--- src/cpuPkg.sv ---
`default_nettype none

package cpuPkg;

    localparam int WordWidth = 32;
    localparam int NumRegs   = 16;
    localparam int OpWidth   = 5;

    // instruction layout, each field counted down from its msb
    localparam int OpMsb = 31; // opcode in 31:27
    localparam int RaMsb = 26; // destination in 26:23
    localparam int RbMsb = 22; // first source in 22:19
    localparam int RcMsb = 18; // second source in 18:15

    typedef logic [WordWidth-1:0]       wordT;
    typedef logic [$clog2(NumRegs)-1:0] regIdxT;
    typedef logic [4:0]                 shiftT; // shift amount from the low bits of rc

    // names that clash with keywords carry an Op suffix
    typedef enum logic [OpWidth-1:0] {
        ldw   = 5'd0,
        add   = 5'd3,
        sub   = 5'd4,
        andOp = 5'd5,
        orOp  = 5'd6,
        shr   = 5'd7,
        shl   = 5'd8,
        neg   = 5'd9,
        notOp = 5'd10,
        outp  = 5'd11
    } opcodeT;

    typedef enum logic [2:0] {
        srcNone = 3'd0, // bus idles at zero
        srcPc   = 3'd1,
        srcMdr  = 3'd2,
        srcZLow = 3'd3,
        srcGpr  = 3'd4
    } busSrcT;

    typedef enum logic [2:0] {
        idle, t0, t1, t2, t3, t4, t5
    } stepT;

    typedef struct packed {
        busSrcT busSrc;
        regIdxT regSel;
        logic   marLoad;
        logic   mdrLoad;
        logic   irLoad;
        logic   yLoad;
        logic   zLoad;
        logic   pcLoad;
        logic   gprLoad;
        logic   outLoad;
        logic   incPc;   // alu forms bus plus one instead of aluOp
        logic   memRead; // mdr takes memory data instead of the bus
        opcodeT aluOp;
    } ctrlT;

endpackage

`default_nettype wire

--- src/alu.sv ---
`default_nettype none

module alu
    import cpuPkg::*;
(
    input  opcodeT aluOp,
    input  logic   incPc,
    input  wordT   y,
    input  wordT   b,
    output wordT   zHigh,
    output wordT   zLow
);

    logic [2*WordWidth-1:0] wide;
    logic [2*WordWidth-1:0] ySext;
    logic [2*WordWidth-1:0] bSext;
    shiftT                  shAmt;

    assign ySext = {{WordWidth{y[WordWidth-1]}}, y};
    assign bSext = {{WordWidth{b[WordWidth-1]}}, b};
    assign shAmt = shiftT'(b); // low five bits of rc

    always_comb begin
        wide = '0;
        if (incPc) begin
            wide = {{WordWidth{1'b0}}, b + wordT'(1)}; // pc increment path
        end else begin
            case (aluOp)
                add:     wide = ySext + bSext;
                sub:     wide = ySext - bSext;
                andOp:   wide = {{WordWidth{1'b0}}, y & b};
                orOp:    wide = {{WordWidth{1'b0}}, y | b};
                shl:     wide = {{WordWidth{1'b0}}, y << shAmt};
                shr:     wide = {{WordWidth{1'b0}}, y >> shAmt}; // logical shift
                neg:     wide = {{WordWidth{1'b0}}, wordT'(-b)};
                notOp:   wide = {{WordWidth{1'b0}}, ~b};
                default: wide = '0;
            endcase
        end
    end

    assign zHigh = wide[2*WordWidth-1:WordWidth];
    assign zLow  = wide[WordWidth-1:0];

endmodule

`default_nettype wire

--- src/busMux.sv ---
`default_nettype none

module busMux
    import cpuPkg::*;
(
    input  busSrcT busSrc,
    input  wordT   pc,
    input  wordT   mdr,
    input  wordT   zLow,
    input  wordT   gpr,
    output wordT   bus
);

    // one encoded source in place of a separate out strobe per register
    always_comb begin
        case (busSrc)
            srcPc: begin
                bus = pc;
            end
            srcMdr: begin
                bus = mdr;
            end
            srcZLow: begin
                bus = zLow;
            end
            srcGpr: begin
                bus = gpr; // register picked by regSel
            end
            default: begin
                bus = '0;
            end
        endcase
    end

endmodule

`default_nettype wire

--- src/controlSequencer.sv ---
`default_nettype none

module controlSequencer
    import cpuPkg::*;
(
    input  logic Clock,
    input  logic rstN,
    input  logic start,
    input  wordT irWord,
    output ctrlT ctrl,
    output logic done
);

    stepT   step;
    stepT   stepNext;
    opcodeT op;
    regIdxT ra;
    regIdxT rb;
    regIdxT rc;
    logic   isAlu;

    assign op = opcodeT'(irWord[OpMsb -: OpWidth]);
    assign ra = irWord[RaMsb -: $bits(regIdxT)];
    assign rb = irWord[RbMsb -: $bits(regIdxT)];
    assign rc = irWord[RcMsb -: $bits(regIdxT)];
    assign isAlu = op inside {add, sub, andOp, orOp, shl, shr, neg, notOp};

    always_ff @(posedge Clock or negedge rstN) begin
        if (!rstN) begin
            step <= idle;
        end else begin
            step <= stepNext;
        end
    end

    always_comb begin
        case (step)
            idle:    stepNext = start ? t0 : idle; // start ignored once running
            t0:      stepNext = t1;
            t1:      stepNext = t2;
            t2:      stepNext = t3;
            t3:      stepNext = t4;
            t4:      stepNext = t5;
            default: stepNext = idle;
        endcase
    end

    // fetch in t0 to t2, then ir decides the execute steps
    always_comb begin
        ctrl = '0;
        case (step)
            t0: begin
                ctrl.busSrc  = srcPc;
                ctrl.marLoad = 1'b1;
                ctrl.incPc   = 1'b1;
                ctrl.zLoad   = 1'b1;
            end
            t1: begin
                ctrl.busSrc  = srcZLow;
                ctrl.pcLoad  = 1'b1;
                ctrl.memRead = 1'b1;
                ctrl.mdrLoad = 1'b1;
            end
            t2: begin
                ctrl.busSrc = srcMdr;
                ctrl.irLoad = 1'b1;
            end
            t3: begin
                if (isAlu) begin
                    ctrl.busSrc = srcGpr;
                    ctrl.regSel = rb;
                    ctrl.yLoad  = 1'b1;
                end else if (op == ldw) begin
                    ctrl.busSrc  = srcPc; // inline word sits at pc
                    ctrl.marLoad = 1'b1;
                    ctrl.incPc   = 1'b1;
                    ctrl.zLoad   = 1'b1;
                end else if (op == outp) begin
                    ctrl.busSrc  = srcGpr;
                    ctrl.regSel  = ra;
                    ctrl.outLoad = 1'b1;
                end
            end
            t4: begin
                if (isAlu) begin
                    ctrl.busSrc = srcGpr;
                    ctrl.regSel = rc;
                    ctrl.zLoad  = 1'b1;
                    ctrl.aluOp  = op;
                end else if (op == ldw) begin
                    ctrl.busSrc  = srcZLow; // pc skips past the inline word
                    ctrl.pcLoad  = 1'b1;
                    ctrl.memRead = 1'b1;
                    ctrl.mdrLoad = 1'b1;
                end
            end
            t5: begin
                if (isAlu || op == ldw) begin
                    ctrl.busSrc  = isAlu ? srcZLow : srcMdr;
                    ctrl.regSel  = ra;
                    ctrl.gprLoad = 1'b1;
                end
            end
            default: begin
                ctrl = '0;
            end
        endcase
    end

    assign done = (step == t5);

endmodule

`default_nettype wire

--- src/cpuTop.sv ---
`default_nettype none

module cpuTop
    import cpuPkg::*;
(
    input  logic Clock,
    input  logic rstN,
    input  logic start,
    input  wordT memData,
    output wordT memAddr,
    output logic memRead,
    output logic done,
    output wordT outPort
);

    ctrlT ctrl;
    wordT irWord;

    controlSequencer uSequencer (
        .Clock  (Clock),
        .rstN   (rstN),
        .start  (start),
        .irWord (irWord),
        .ctrl   (ctrl),
        .done   (done)
    );

    dataPath uDataPath (
        .Clock   (Clock),
        .rstN    (rstN),
        .ctrl    (ctrl),
        .memData (memData),
        .memAddr (memAddr),
        .irWord  (irWord),
        .outPort (outPort)
    );

    assign memRead = ctrl.memRead; // read level for the memory port

endmodule

`default_nettype wire

--- src/dataPath.sv ---
`default_nettype none

module dataPath
    import cpuPkg::*;
(
    input  logic Clock,
    input  logic rstN,
    input  ctrlT ctrl,
    input  wordT memData,
    output wordT memAddr,
    output wordT irWord,
    output wordT outPort
);

    wordT bus;
    wordT regOut;
    wordT aluLow;
    wordT pc;
    wordT ir;
    wordT mar;
    wordT mdr;
    wordT yReg;
    wordT zLo;

    regFile uRegFile (
        .Clock   (Clock),
        .rstN    (rstN),
        .regSel  (ctrl.regSel),
        .gprLoad (ctrl.gprLoad),
        .busIn   (bus),
        .regOut  (regOut)
    );

    busMux uBusMux (
        .busSrc (ctrl.busSrc),
        .pc     (pc),
        .mdr    (mdr),
        .zLow   (zLo),
        .gpr    (regOut),
        .bus    (bus)
    );

    // second operand always comes straight off the bus
    alu uAlu (
        .aluOp (ctrl.aluOp),
        .incPc (ctrl.incPc),
        .y     (yReg),
        .b     (bus),
        .zHigh (),
        .zLow  (aluLow)
    );

    always_ff @(posedge Clock or negedge rstN) begin
        if (!rstN) begin
            pc      <= '0;
            ir      <= '0;
            mar     <= '0;
            outPort <= '0;
        end else begin
            if (ctrl.pcLoad)  pc      <= bus;
            if (ctrl.irLoad)  ir      <= bus;
            if (ctrl.marLoad) mar     <= bus;
            if (ctrl.outLoad) outPort <= bus;
        end
    end

    always_ff @(posedge Clock) begin
        if (ctrl.mdrLoad) mdr <= ctrl.memRead ? memData : bus; // memory read or bus copy
        if (ctrl.yLoad)   yReg <= bus;
        if (ctrl.zLoad)   zLo <= aluLow;
    end

    assign memAddr = mar;
    assign irWord  = ir;

endmodule

`default_nettype wire

--- src/regFile.sv ---
`default_nettype none

module regFile
    import cpuPkg::*;
(
    input  logic   Clock,
    input  logic   rstN,
    input  regIdxT regSel,
    input  logic   gprLoad,
    input  wordT   busIn,
    output wordT   regOut
);

    wordT regs [NumRegs];

    always_ff @(posedge Clock or negedge rstN) begin
        if (!rstN) begin
            for (int i = 0; i < NumRegs; i++) begin
                regs[i] <= '0;
            end
        end else if (gprLoad) begin
            regs[regSel] <= busIn; // write from the shared bus
        end
    end

    // same select drives the read, the sequencer never needs two at once
    assign regOut = regs[regSel];

endmodule

`default_nettype wire

--- config.mk ---
export PLATFORM = sky130hd
export DESIGN_NAME = cpuTop
export DESIGN_NICKNAME = d
export VERILOG_FILES = /design/src/cpuPkg.sv /design/src/alu.sv /design/src/busMux.sv /design/src/controlSequencer.sv /design/src/cpuTop.sv /design/src/dataPath.sv /design/src/regFile.sv
export SDC_FILE = /design/constraint.sdc
export NUM_CORES = 2
export LEC_CHECK = 0
export ABC_CLOCK_PERIOD_IN_PS = 9700
export BUFFER_PORTS_ARGS = -buffer_cell sky130_fd_sc_hd__clkbuf_2
export CAP_MARGIN = 20
export CORE_MARGIN = 1
export CORE_UTILIZATION = 45
export DETAILED_ROUTE_END_ITERATION = 8
export SYNTH_ARGS = -nofsm -noshare
export SYNTH_HDL_FRONTEND = slang
export SYNTH_SLANG_ARGS = --single-unit
--- constraint.sdc ---
create_clock -name Clock -period 9.7 [get_ports Clock]
set_input_delay 2.91 -clock Clock [delete_from_list [all_inputs] [get_ports Clock]]
set_output_delay 2.91 -clock Clock [all_outputs]
set_load 0.05 [all_outputs]
# Word-level counts from Yosys, hierarchy flattened
# Cells that the tools add are included.
# totals
register_bits,739
input_bits,35
output_inout_bits,66
word_cells,107
# classes
addsub,4
order_cmp,2
n_eq_ne,27
shifts,2
mux,39
bitwise_logic,4
n_reduce_logical,5
# ops
operator,count
$bwmux W512,1
$pmux W32 S8,1
$bmux W32 S4,1
$demux W32 S4,1
$mux W32,4
$pmux W32 S4,1
$eq A5 B3 Y1 const B,8
$pmux W3 S6,2
$eq A5 B4 Y1 const B,7
$add A32 B1 Y32 const B,1
$add A32 B32 Y32,1
$and A32 B32 Y32,1
$neg A32 Y32,1
$not A32 Y32,1
$or A32 B32 Y32,1
$shl A32 B5 Y32,1
$shr A32 B5 Y32,1
$sub A32 B32 Y32,1
$mux W7,3
$eq A3 B2 Y1 const B,4
$eq A3 B3 Y1 const B,4
$mux W1,12
$pmux W4 S3,1
$eq A5 B2 Y1 const B,2
15 further kinds,22

# Logic depth before layout (Yosys ltp)
# logic_depth
ltp_word,13
ltp_mapped,39
mapped_depth_nobuf,28

# By module
# From an unflattened synthesis, not the netlist that was laid out.
# unflattened
cells_unflattened,3297
area_unflattened_um2,41994.0
# modules_own_cells
mod,n_inst,cells_each,area_each_um2,seq_area_each_um2
regFile,1,1405,22786.9,12812.3
dataPath,1,404,8807.2,6085.8
alu,1,1264,8413.1,0.0
busMux,1,154,1471.4,0.0
controlSequencer,1,70,515.5,75.1

# Worst setup path before layout
# No wires, ideal clock.
# synth_timing
kind,reg-to-reg
from,reg uDataPath.ir[27] (netlist: uDataPath.irWord[27])
to,reg uDataPath.zLo[31] (data pin)
arrival_time_ns,8.386
required_ns,9.542
setup_slack_ns,1.156
path_stages_with_launch,39
path_buffers,11
period_less_slack_ns,8.544
cell_sequence,dfrtp_1 > buf_6 > or4b_4 > and3_1 > a22o_1 > buf_4 > buf_4 > buf_2 > a311oi_1 > a22oi_1 > nor2_1 > o31a_1 > clkbuf_1 > buf_2 > buf_2 > buf_2 > clkbuf_1 > clkbuf_1 > (+3 left out) > clkbuf_1 > nor3_1 > nor2_1 > xnor2_1 > ha_1 > a211oi_1 > o21ai_0 > a221oi_1 > and3_1 > nand3_1 > a31oi_1 > o21ai_0 > or4_1 > a31oi_1 > o21bai_1 > a21oi_1 > xnor3_1 > o211ai_1
# synth_via
elab_chain_len,13
word_cells_on_any_way,56
cone_classes,4 x add/sub; 21 x eq/ne; 2 x shift; 22 x mux; 4 x bitwise; 3 x reduce/logical
# synth_rtl
item,line,rtl
from (decl),dataPath.sv:19,wordT ir;
from (signal assigned),dataPath.sv:61,if (ctrl.irLoad) ir <= bus;
$eq A5 B2 Y1 (tied with other cells),controlSequencer.sv:26,"assign isAlu = op inside {add, sub, andOp, orOp, shl, shr, neg, notOp};"
$reduce_bool A8 Y1 / $mux W7 (equally long branches),"controlSequencer.sv:26, controlSequencer.sv:78",
$logic_or A1 B1 Y1 / $mux W4 (equally long branches),"controlSequencer.sv:98, controlSequencer.sv:73",
$mux W7 (on tied branches),"controlSequencer.sv:98, controlSequencer.sv:69",
$pmux W4 S3,controlSequencer.sv:51,case (step)
$not A4 Y5 (implied by the code),regFile.sv:27,assign regOut = regs[regSel];
$bmux W32 S4,regFile.sv:27,
$mux W32 (implied by the code) (2 in series),regFile.sv:27,
$pmux W32 S4,busMux.sv:16,case (busSrc)
$neg A32 Y32 (tied with other cells),alu.sv:35,"neg: wide = {{WordWidth{1'b0}}, wordT'(-b)};"
$pmux W32 S8,alu.sv:28,case (aluOp)
$mux W32 *,alu.sv:25,if (incPc) begin
via uDataPath.aluLow[31],dataPath.sv:17,wordT aluLow;
to (signal assigned),dataPath.sv:70,if (ctrl.zLoad) zLo <= aluLow;
to (decl),dataPath.sv:23,wordT zLo;
# The timed path passes the listed nets; every way through them passes the cells marked *. The select of a mux whose other input is x is not followed.
# A chain may end at the register's enable or synchronous reset.

# Worst setup path after layout
# layout_timing
from,reg uSequencer.step[0]
to,reg uDataPath.zLo[31] (data pin)
# layout_via
elab_chain_len,10
word_cells_on_any_way,38
cone_classes,4 x add/sub; 18 x eq/ne; 2 x shift; 10 x mux; 4 x bitwise
# layout_rtl
item,line,rtl
from (decl),controlSequencer.sv:14,stepT step;
from (signal assigned),controlSequencer.sv:30,step <= idle;
from (signal assigned),controlSequencer.sv:32,step <= stepNext;
$eq A3 B3 Y1,controlSequencer.sv:51,
$pmux W4 S3,controlSequencer.sv:51,
$not A4 Y5 (implied by the code),regFile.sv:27,
$bmux W32 S4,regFile.sv:27,
$mux W32 (implied by the code) (2 in series),regFile.sv:27,
$pmux W32 S4 *,busMux.sv:16,
via uDataPath.bus[16],dataPath.sv:15,wordT bus;
$neg A32 Y32 (tied with other cells),alu.sv:35,
$pmux W32 S8,alu.sv:28,
$mux W32 *,alu.sv:25,
via uDataPath.aluLow[31],dataPath.sv:17,
# Marks and branches as above.

==> flow_summary_export.csv <==
group,metric,value,unit
clock_network,post-cts-setup-buffer-count,0,
die,dieHeight,298,µm
clock_network,clkLatencyLatePin,660,ps
synth,syn_area_per_cell,9.08,µm²
die,ioPinCount,101,
worst_setup_path,setup_cp_type,"flop to flop",
synth,synthesis.area,39400,µm²
worst_setup_path,crit_path_max_fanout,21,
synth,share_of_synthesized_cell_area_in_full_adder_half_adder_and_majority_cells,0.0119,
sta,rsz0062_at_grt,"false",
synth,ys.flop_type,"dfrtp_1",
placement,dpl-instance-area,40900,µm²
layout,insertedDiodeCount,0,
worst_setup_path,worst_ep_arrival_time,9550,ps
synth,synth.area.top_cells,"dfrtp_1 40%, o21ai_0 8.3%, edfxtp_1 7.3%, nand2_1 5.7%, mux2i_1 5.6%",
synth,synth_top_cell_area_share,0.399,
route,finalWirelength,146000,µm
sta,slew_headroom,0.289,
sta,fin_worst_skew,27.6,ps
clock_network,gates_resized_cts_repair,0,
run,drv_cap,0,
worst_setup_path,path_delay_family,"compound AO/OA/AOI/OAI gates",
worst_setup_path,worst_path_largest_cell_delay,880,ps
clock_network,clkSlewWorstSetupHoldPaths,60,ps
power,worst_ir_drop_vdd,271,µV
sta,final.min_clock_period,9060,ps
sta,finalSetupViolCount,0,
grt,grt_start_max_net_pins,161,
route,first_pass_iters,6,
grt,grt_first_pass_wirelength,218000,µm
worst_setup_path,setup.worst_path.start_class,"flop",
route,via_per_inst,6.33,
sta,setup_total_negative_slack,0,ps
layout,fin_area,43700,µm²
route,route.antenna.remaining_nets,0,
worst_setup_path,worst_case_reg_to_reg_path_depth,28,
clock_network,ctsHtreeMaxLevel,3,
power,power_frac_comb,0.551,
clock_network,clock_tree_from_tritoncts,"built",
route,detail_route.iter0.violations,4060,
synth,synth.largest_area_cell,"dfrtp_1",
worst_setup_path,cp.buffers_inverters,3,
die,placement_rows,108,
layout,drive_above_1_share,0.116,
placement,detailedPlacementHpwl,95700,µm
clock_network,cts-hold-fix-buffers,0,
layout,num-nets-final,4312,
sta,share_of_the_cycle_needed_by_the_critical_path_after_routing,0.934,
layout,nFillCells,8228,
synth,fraction_of_registers_with_async_set_or_reset_after_synthesis,0.867,
layout,finalCoreUtilization,0.504,
sta,final_hold_viol_count,0,
power,total_power,15900,µW
layout,syn2layout_area_growth,10.8,%
synth,synth.area.mux_share,0.0649,
worst_setup_path,reg2reg_from,"uSequencer.step[0]$_DFF_PN0_",
synth,synthXorXnorAreaFrac,0.0157,
synth,post_synth_num_cell_types,101,
layout,most-common-layout-cells,"656 x o21ai_0, 627 x dfrtp_1, 595 x nand2_1, 340 x nor2_1, 269 x a21oi_1",
synth,synth_compound_gate_area_share,0.236,
grt,number_of_global_route_vias_before_repair,32600,
power,power_density,364,nW/µm²
placement,finalWeightedCongestion,1.01,
power,power.switching,7760,µW
clock_network,cts_sinks,724,
worst_hold_path,cell_depth_of_the_worst_hold_path,2,
worst_setup_path,reg2reg_setup_slack,640,ps
clock_network,cts.path.max_buffers,3,
power,share_clk_of_total_power,0.201,
grt,global_route.usage.total,0.325,
worst_setup_path,critical_path.slowest_cell,"o221ai_4",
power,seq_power_share,0.248,
worst_setup_path,crit_required,10180,ps
sta,worst_pin_slew,1060,ps
layout,final_common_cell,"o21ai_0",
worst_hold_path,hold_worst_path_end,"uDataPath.uRegFile.regs[339]$_DFFE_PN0P_",
synth,synth_warnings,0,
worst_setup_path,cp_common_cell,"a31oi_1",
synth,synth_simple_gate_area_share,0.147,
power,p_sw_frac,0.489,
worst_hold_path,hold_path.class,"flop to flop",
clock_network,cts_buffers,80,
sta,maxClockFrequency,110,MHz
worst_setup_path,cp_capture_type,"flop",
route,drc,0,
power,p_int,8130,µW
die,core,86800,µm²
placement,port-buffer-count,100,
synth,sequential_element_share_of_the_synthesized_area,0.472,
worst_setup_path,timing.rr.end,"uDataPath.zLo[31]$_DFFE_PP_",
synth,postSynthNetCount,4416,
synth,synthCells,4344,
sta,maxSlewViolCount,0,
grt,initial_antenna_violation_count,5,
synth,synth_top_family_by_area,"compound AO/OA/AOI/OAI gates",
status,status,"finished clean",
synth,synth-edff-count,96,
clock_network,root_buf_cell,"clkbuf_16",
route,vias,34500,
die,floorplan.initialDensity,0.454,
power,leakage,0.0191,µW
die,die_width,298,µm
synth,ys_seq_elements,724,
route,wirelength_per_cell,26.8,µm
die,dieArea,88800,µm²
worst_hold_path,hold_start,"uDataPath.uRegFile.regs[339]$_DFFE_PN0P_",
grt,grt_remaining_overflow,0,
-- Yosys cell counts (17+ instances only) --
cell type / instances
a211o_1: 17
a211oi_1: 140
a21oi_1: 270
a221oi_1: 30
a22oi_1: 31
a311oi_1: 41
a31oi_1: 32
a32oi_1: 46
and3_1: 140
buf_1: 20
buf_2: 61
buf_4: 25
clkbuf_1: 299
dfrtp_1: 628
edfxtp_1: 96
ha_1: 36
inv_1: 41
mux2_2: 30
mux2i_1: 222
nand2_1: 598
nand3_1: 67
nand4_1: 17
nor2_1: 346
nor3_1: 35
o211ai_1: 18
o21ai_0: 657
o221ai_1: 18
o22ai_1: 29
xnor2_1: 57
-- logic make-up after synthesis --
logic type / after synthesis
xor+xnor: 69
mux: 252
flops: 724
simple gates: 1300
compound gates: 1490
fa+ha+maj: 37
buf+inv: 472
-- through the flow --
stage | hold slack [ps] | setup slack (ps) | instances
global placement | 453 | 1010 | 5311
global route | 490 | 156 | 5459
CTS | 474 | 868 | 5457
detailed placement | 462 | 933 | 5311
finish | 468 | 636 | 5459
floorplan | 442 | 1160 | 4344
-- layer usage --
| metal | vias up | GRT usage | wire length, µm |
|---|---|---|---|
| met1 | 17000 | 0.464 | 63400 |
| met3 | 365 | 0.0543 | 12300 |
| met4 | 2 | 0.148 | 7070 |
| met5 | - | 0 | 18 |
| met2 | 1703 | 0.483 | 63400 |
| li1 | 15500 | - | - |
-- power by group through the flow --
stage / Clock (µW) / Combinational, µW / Sequential [µW]
2_1_floorplan: 0 / 5320 / 4080
3_3_place_gp: 0 / 8450 / 3980
3_5_place_dp: 0 / 8460 / 3990
4_1_cts: 3240 / 8490 / 3940
5_1_grt: 3340 / 9190 / 3980
6_report: 3190 / 8750 / 3940
-- worst register-to-register path, delay by kind of cell (launching register included) --
family | cells | cell delay (ps)
AO/OA/AOI/OAI | 14 | 4410
XOR/XNOR | 2 | 590
adder cells (fa/ha/maj) | 1 | 220
buffers and inverters | 3 | 780
flip-flops | 1 | 360
AND/OR/NAND/NOR | 8 | 2550
-- worst max path at each step --
stage,startpoint,end,slack (ps),cells after the start
after floorplan,uDataPath.irWord[27]$_DFFE_PN0P_,uDataPath.zLo[31]$_DFFE_PP_,1160,38
after global routing,uSequencer.step[0]$_DFF_PN0_,uDataPath.zLo[31]$_DFFE_PP_,160,28
after global placement,uSequencer.step[0]$_DFF_PN0_,uDataPath.zLo[31]$_DFFE_PP_,1010,28
after CTS,uSequencer.step[0]$_DFF_PN0_,uDataPath.zLo[31]$_DFFE_PP_,870,28
final,uSequencer.step[0]$_DFF_PN0_,uDataPath.zLo[31]$_DFFE_PP_,640,28
after detailed placement,uSequencer.step[0]$_DFF_PN0_,uDataPath.zLo[31]$_DFFE_PP_,930,28
-- area by class of cell --
class / instances / area, µm² / area share
Timing Repair Buffer: 237 / 1620 / 0.0370
Multi-Input combinational cell: 3148 / 19100 / 0.437
Sequential cell: 724 / 18600 / 0.426
Clock buffer: 115 / 2380 / 0.0545
Tap cell: 1155 / 1450 / 0.0331
Inverter: 49 / 184 / 0.00421
Clock inverter: 31 / 370 / 0.00848
-- registers in the layout, summed over array words and instances, names as in the netlist, 17 cells and up --
register / cells
uDataPath.irWord: 17
uDataPath.mdr: 32
uDataPath.memAddr: 32
uDataPath.outPort: 32
uDataPath.pc: 32
uDataPath.uRegFile.regs: 512
uDataPath.yReg: 32
uDataPath.zLo: 32
No activity file was read; power rests on OpenSTA's default activity.
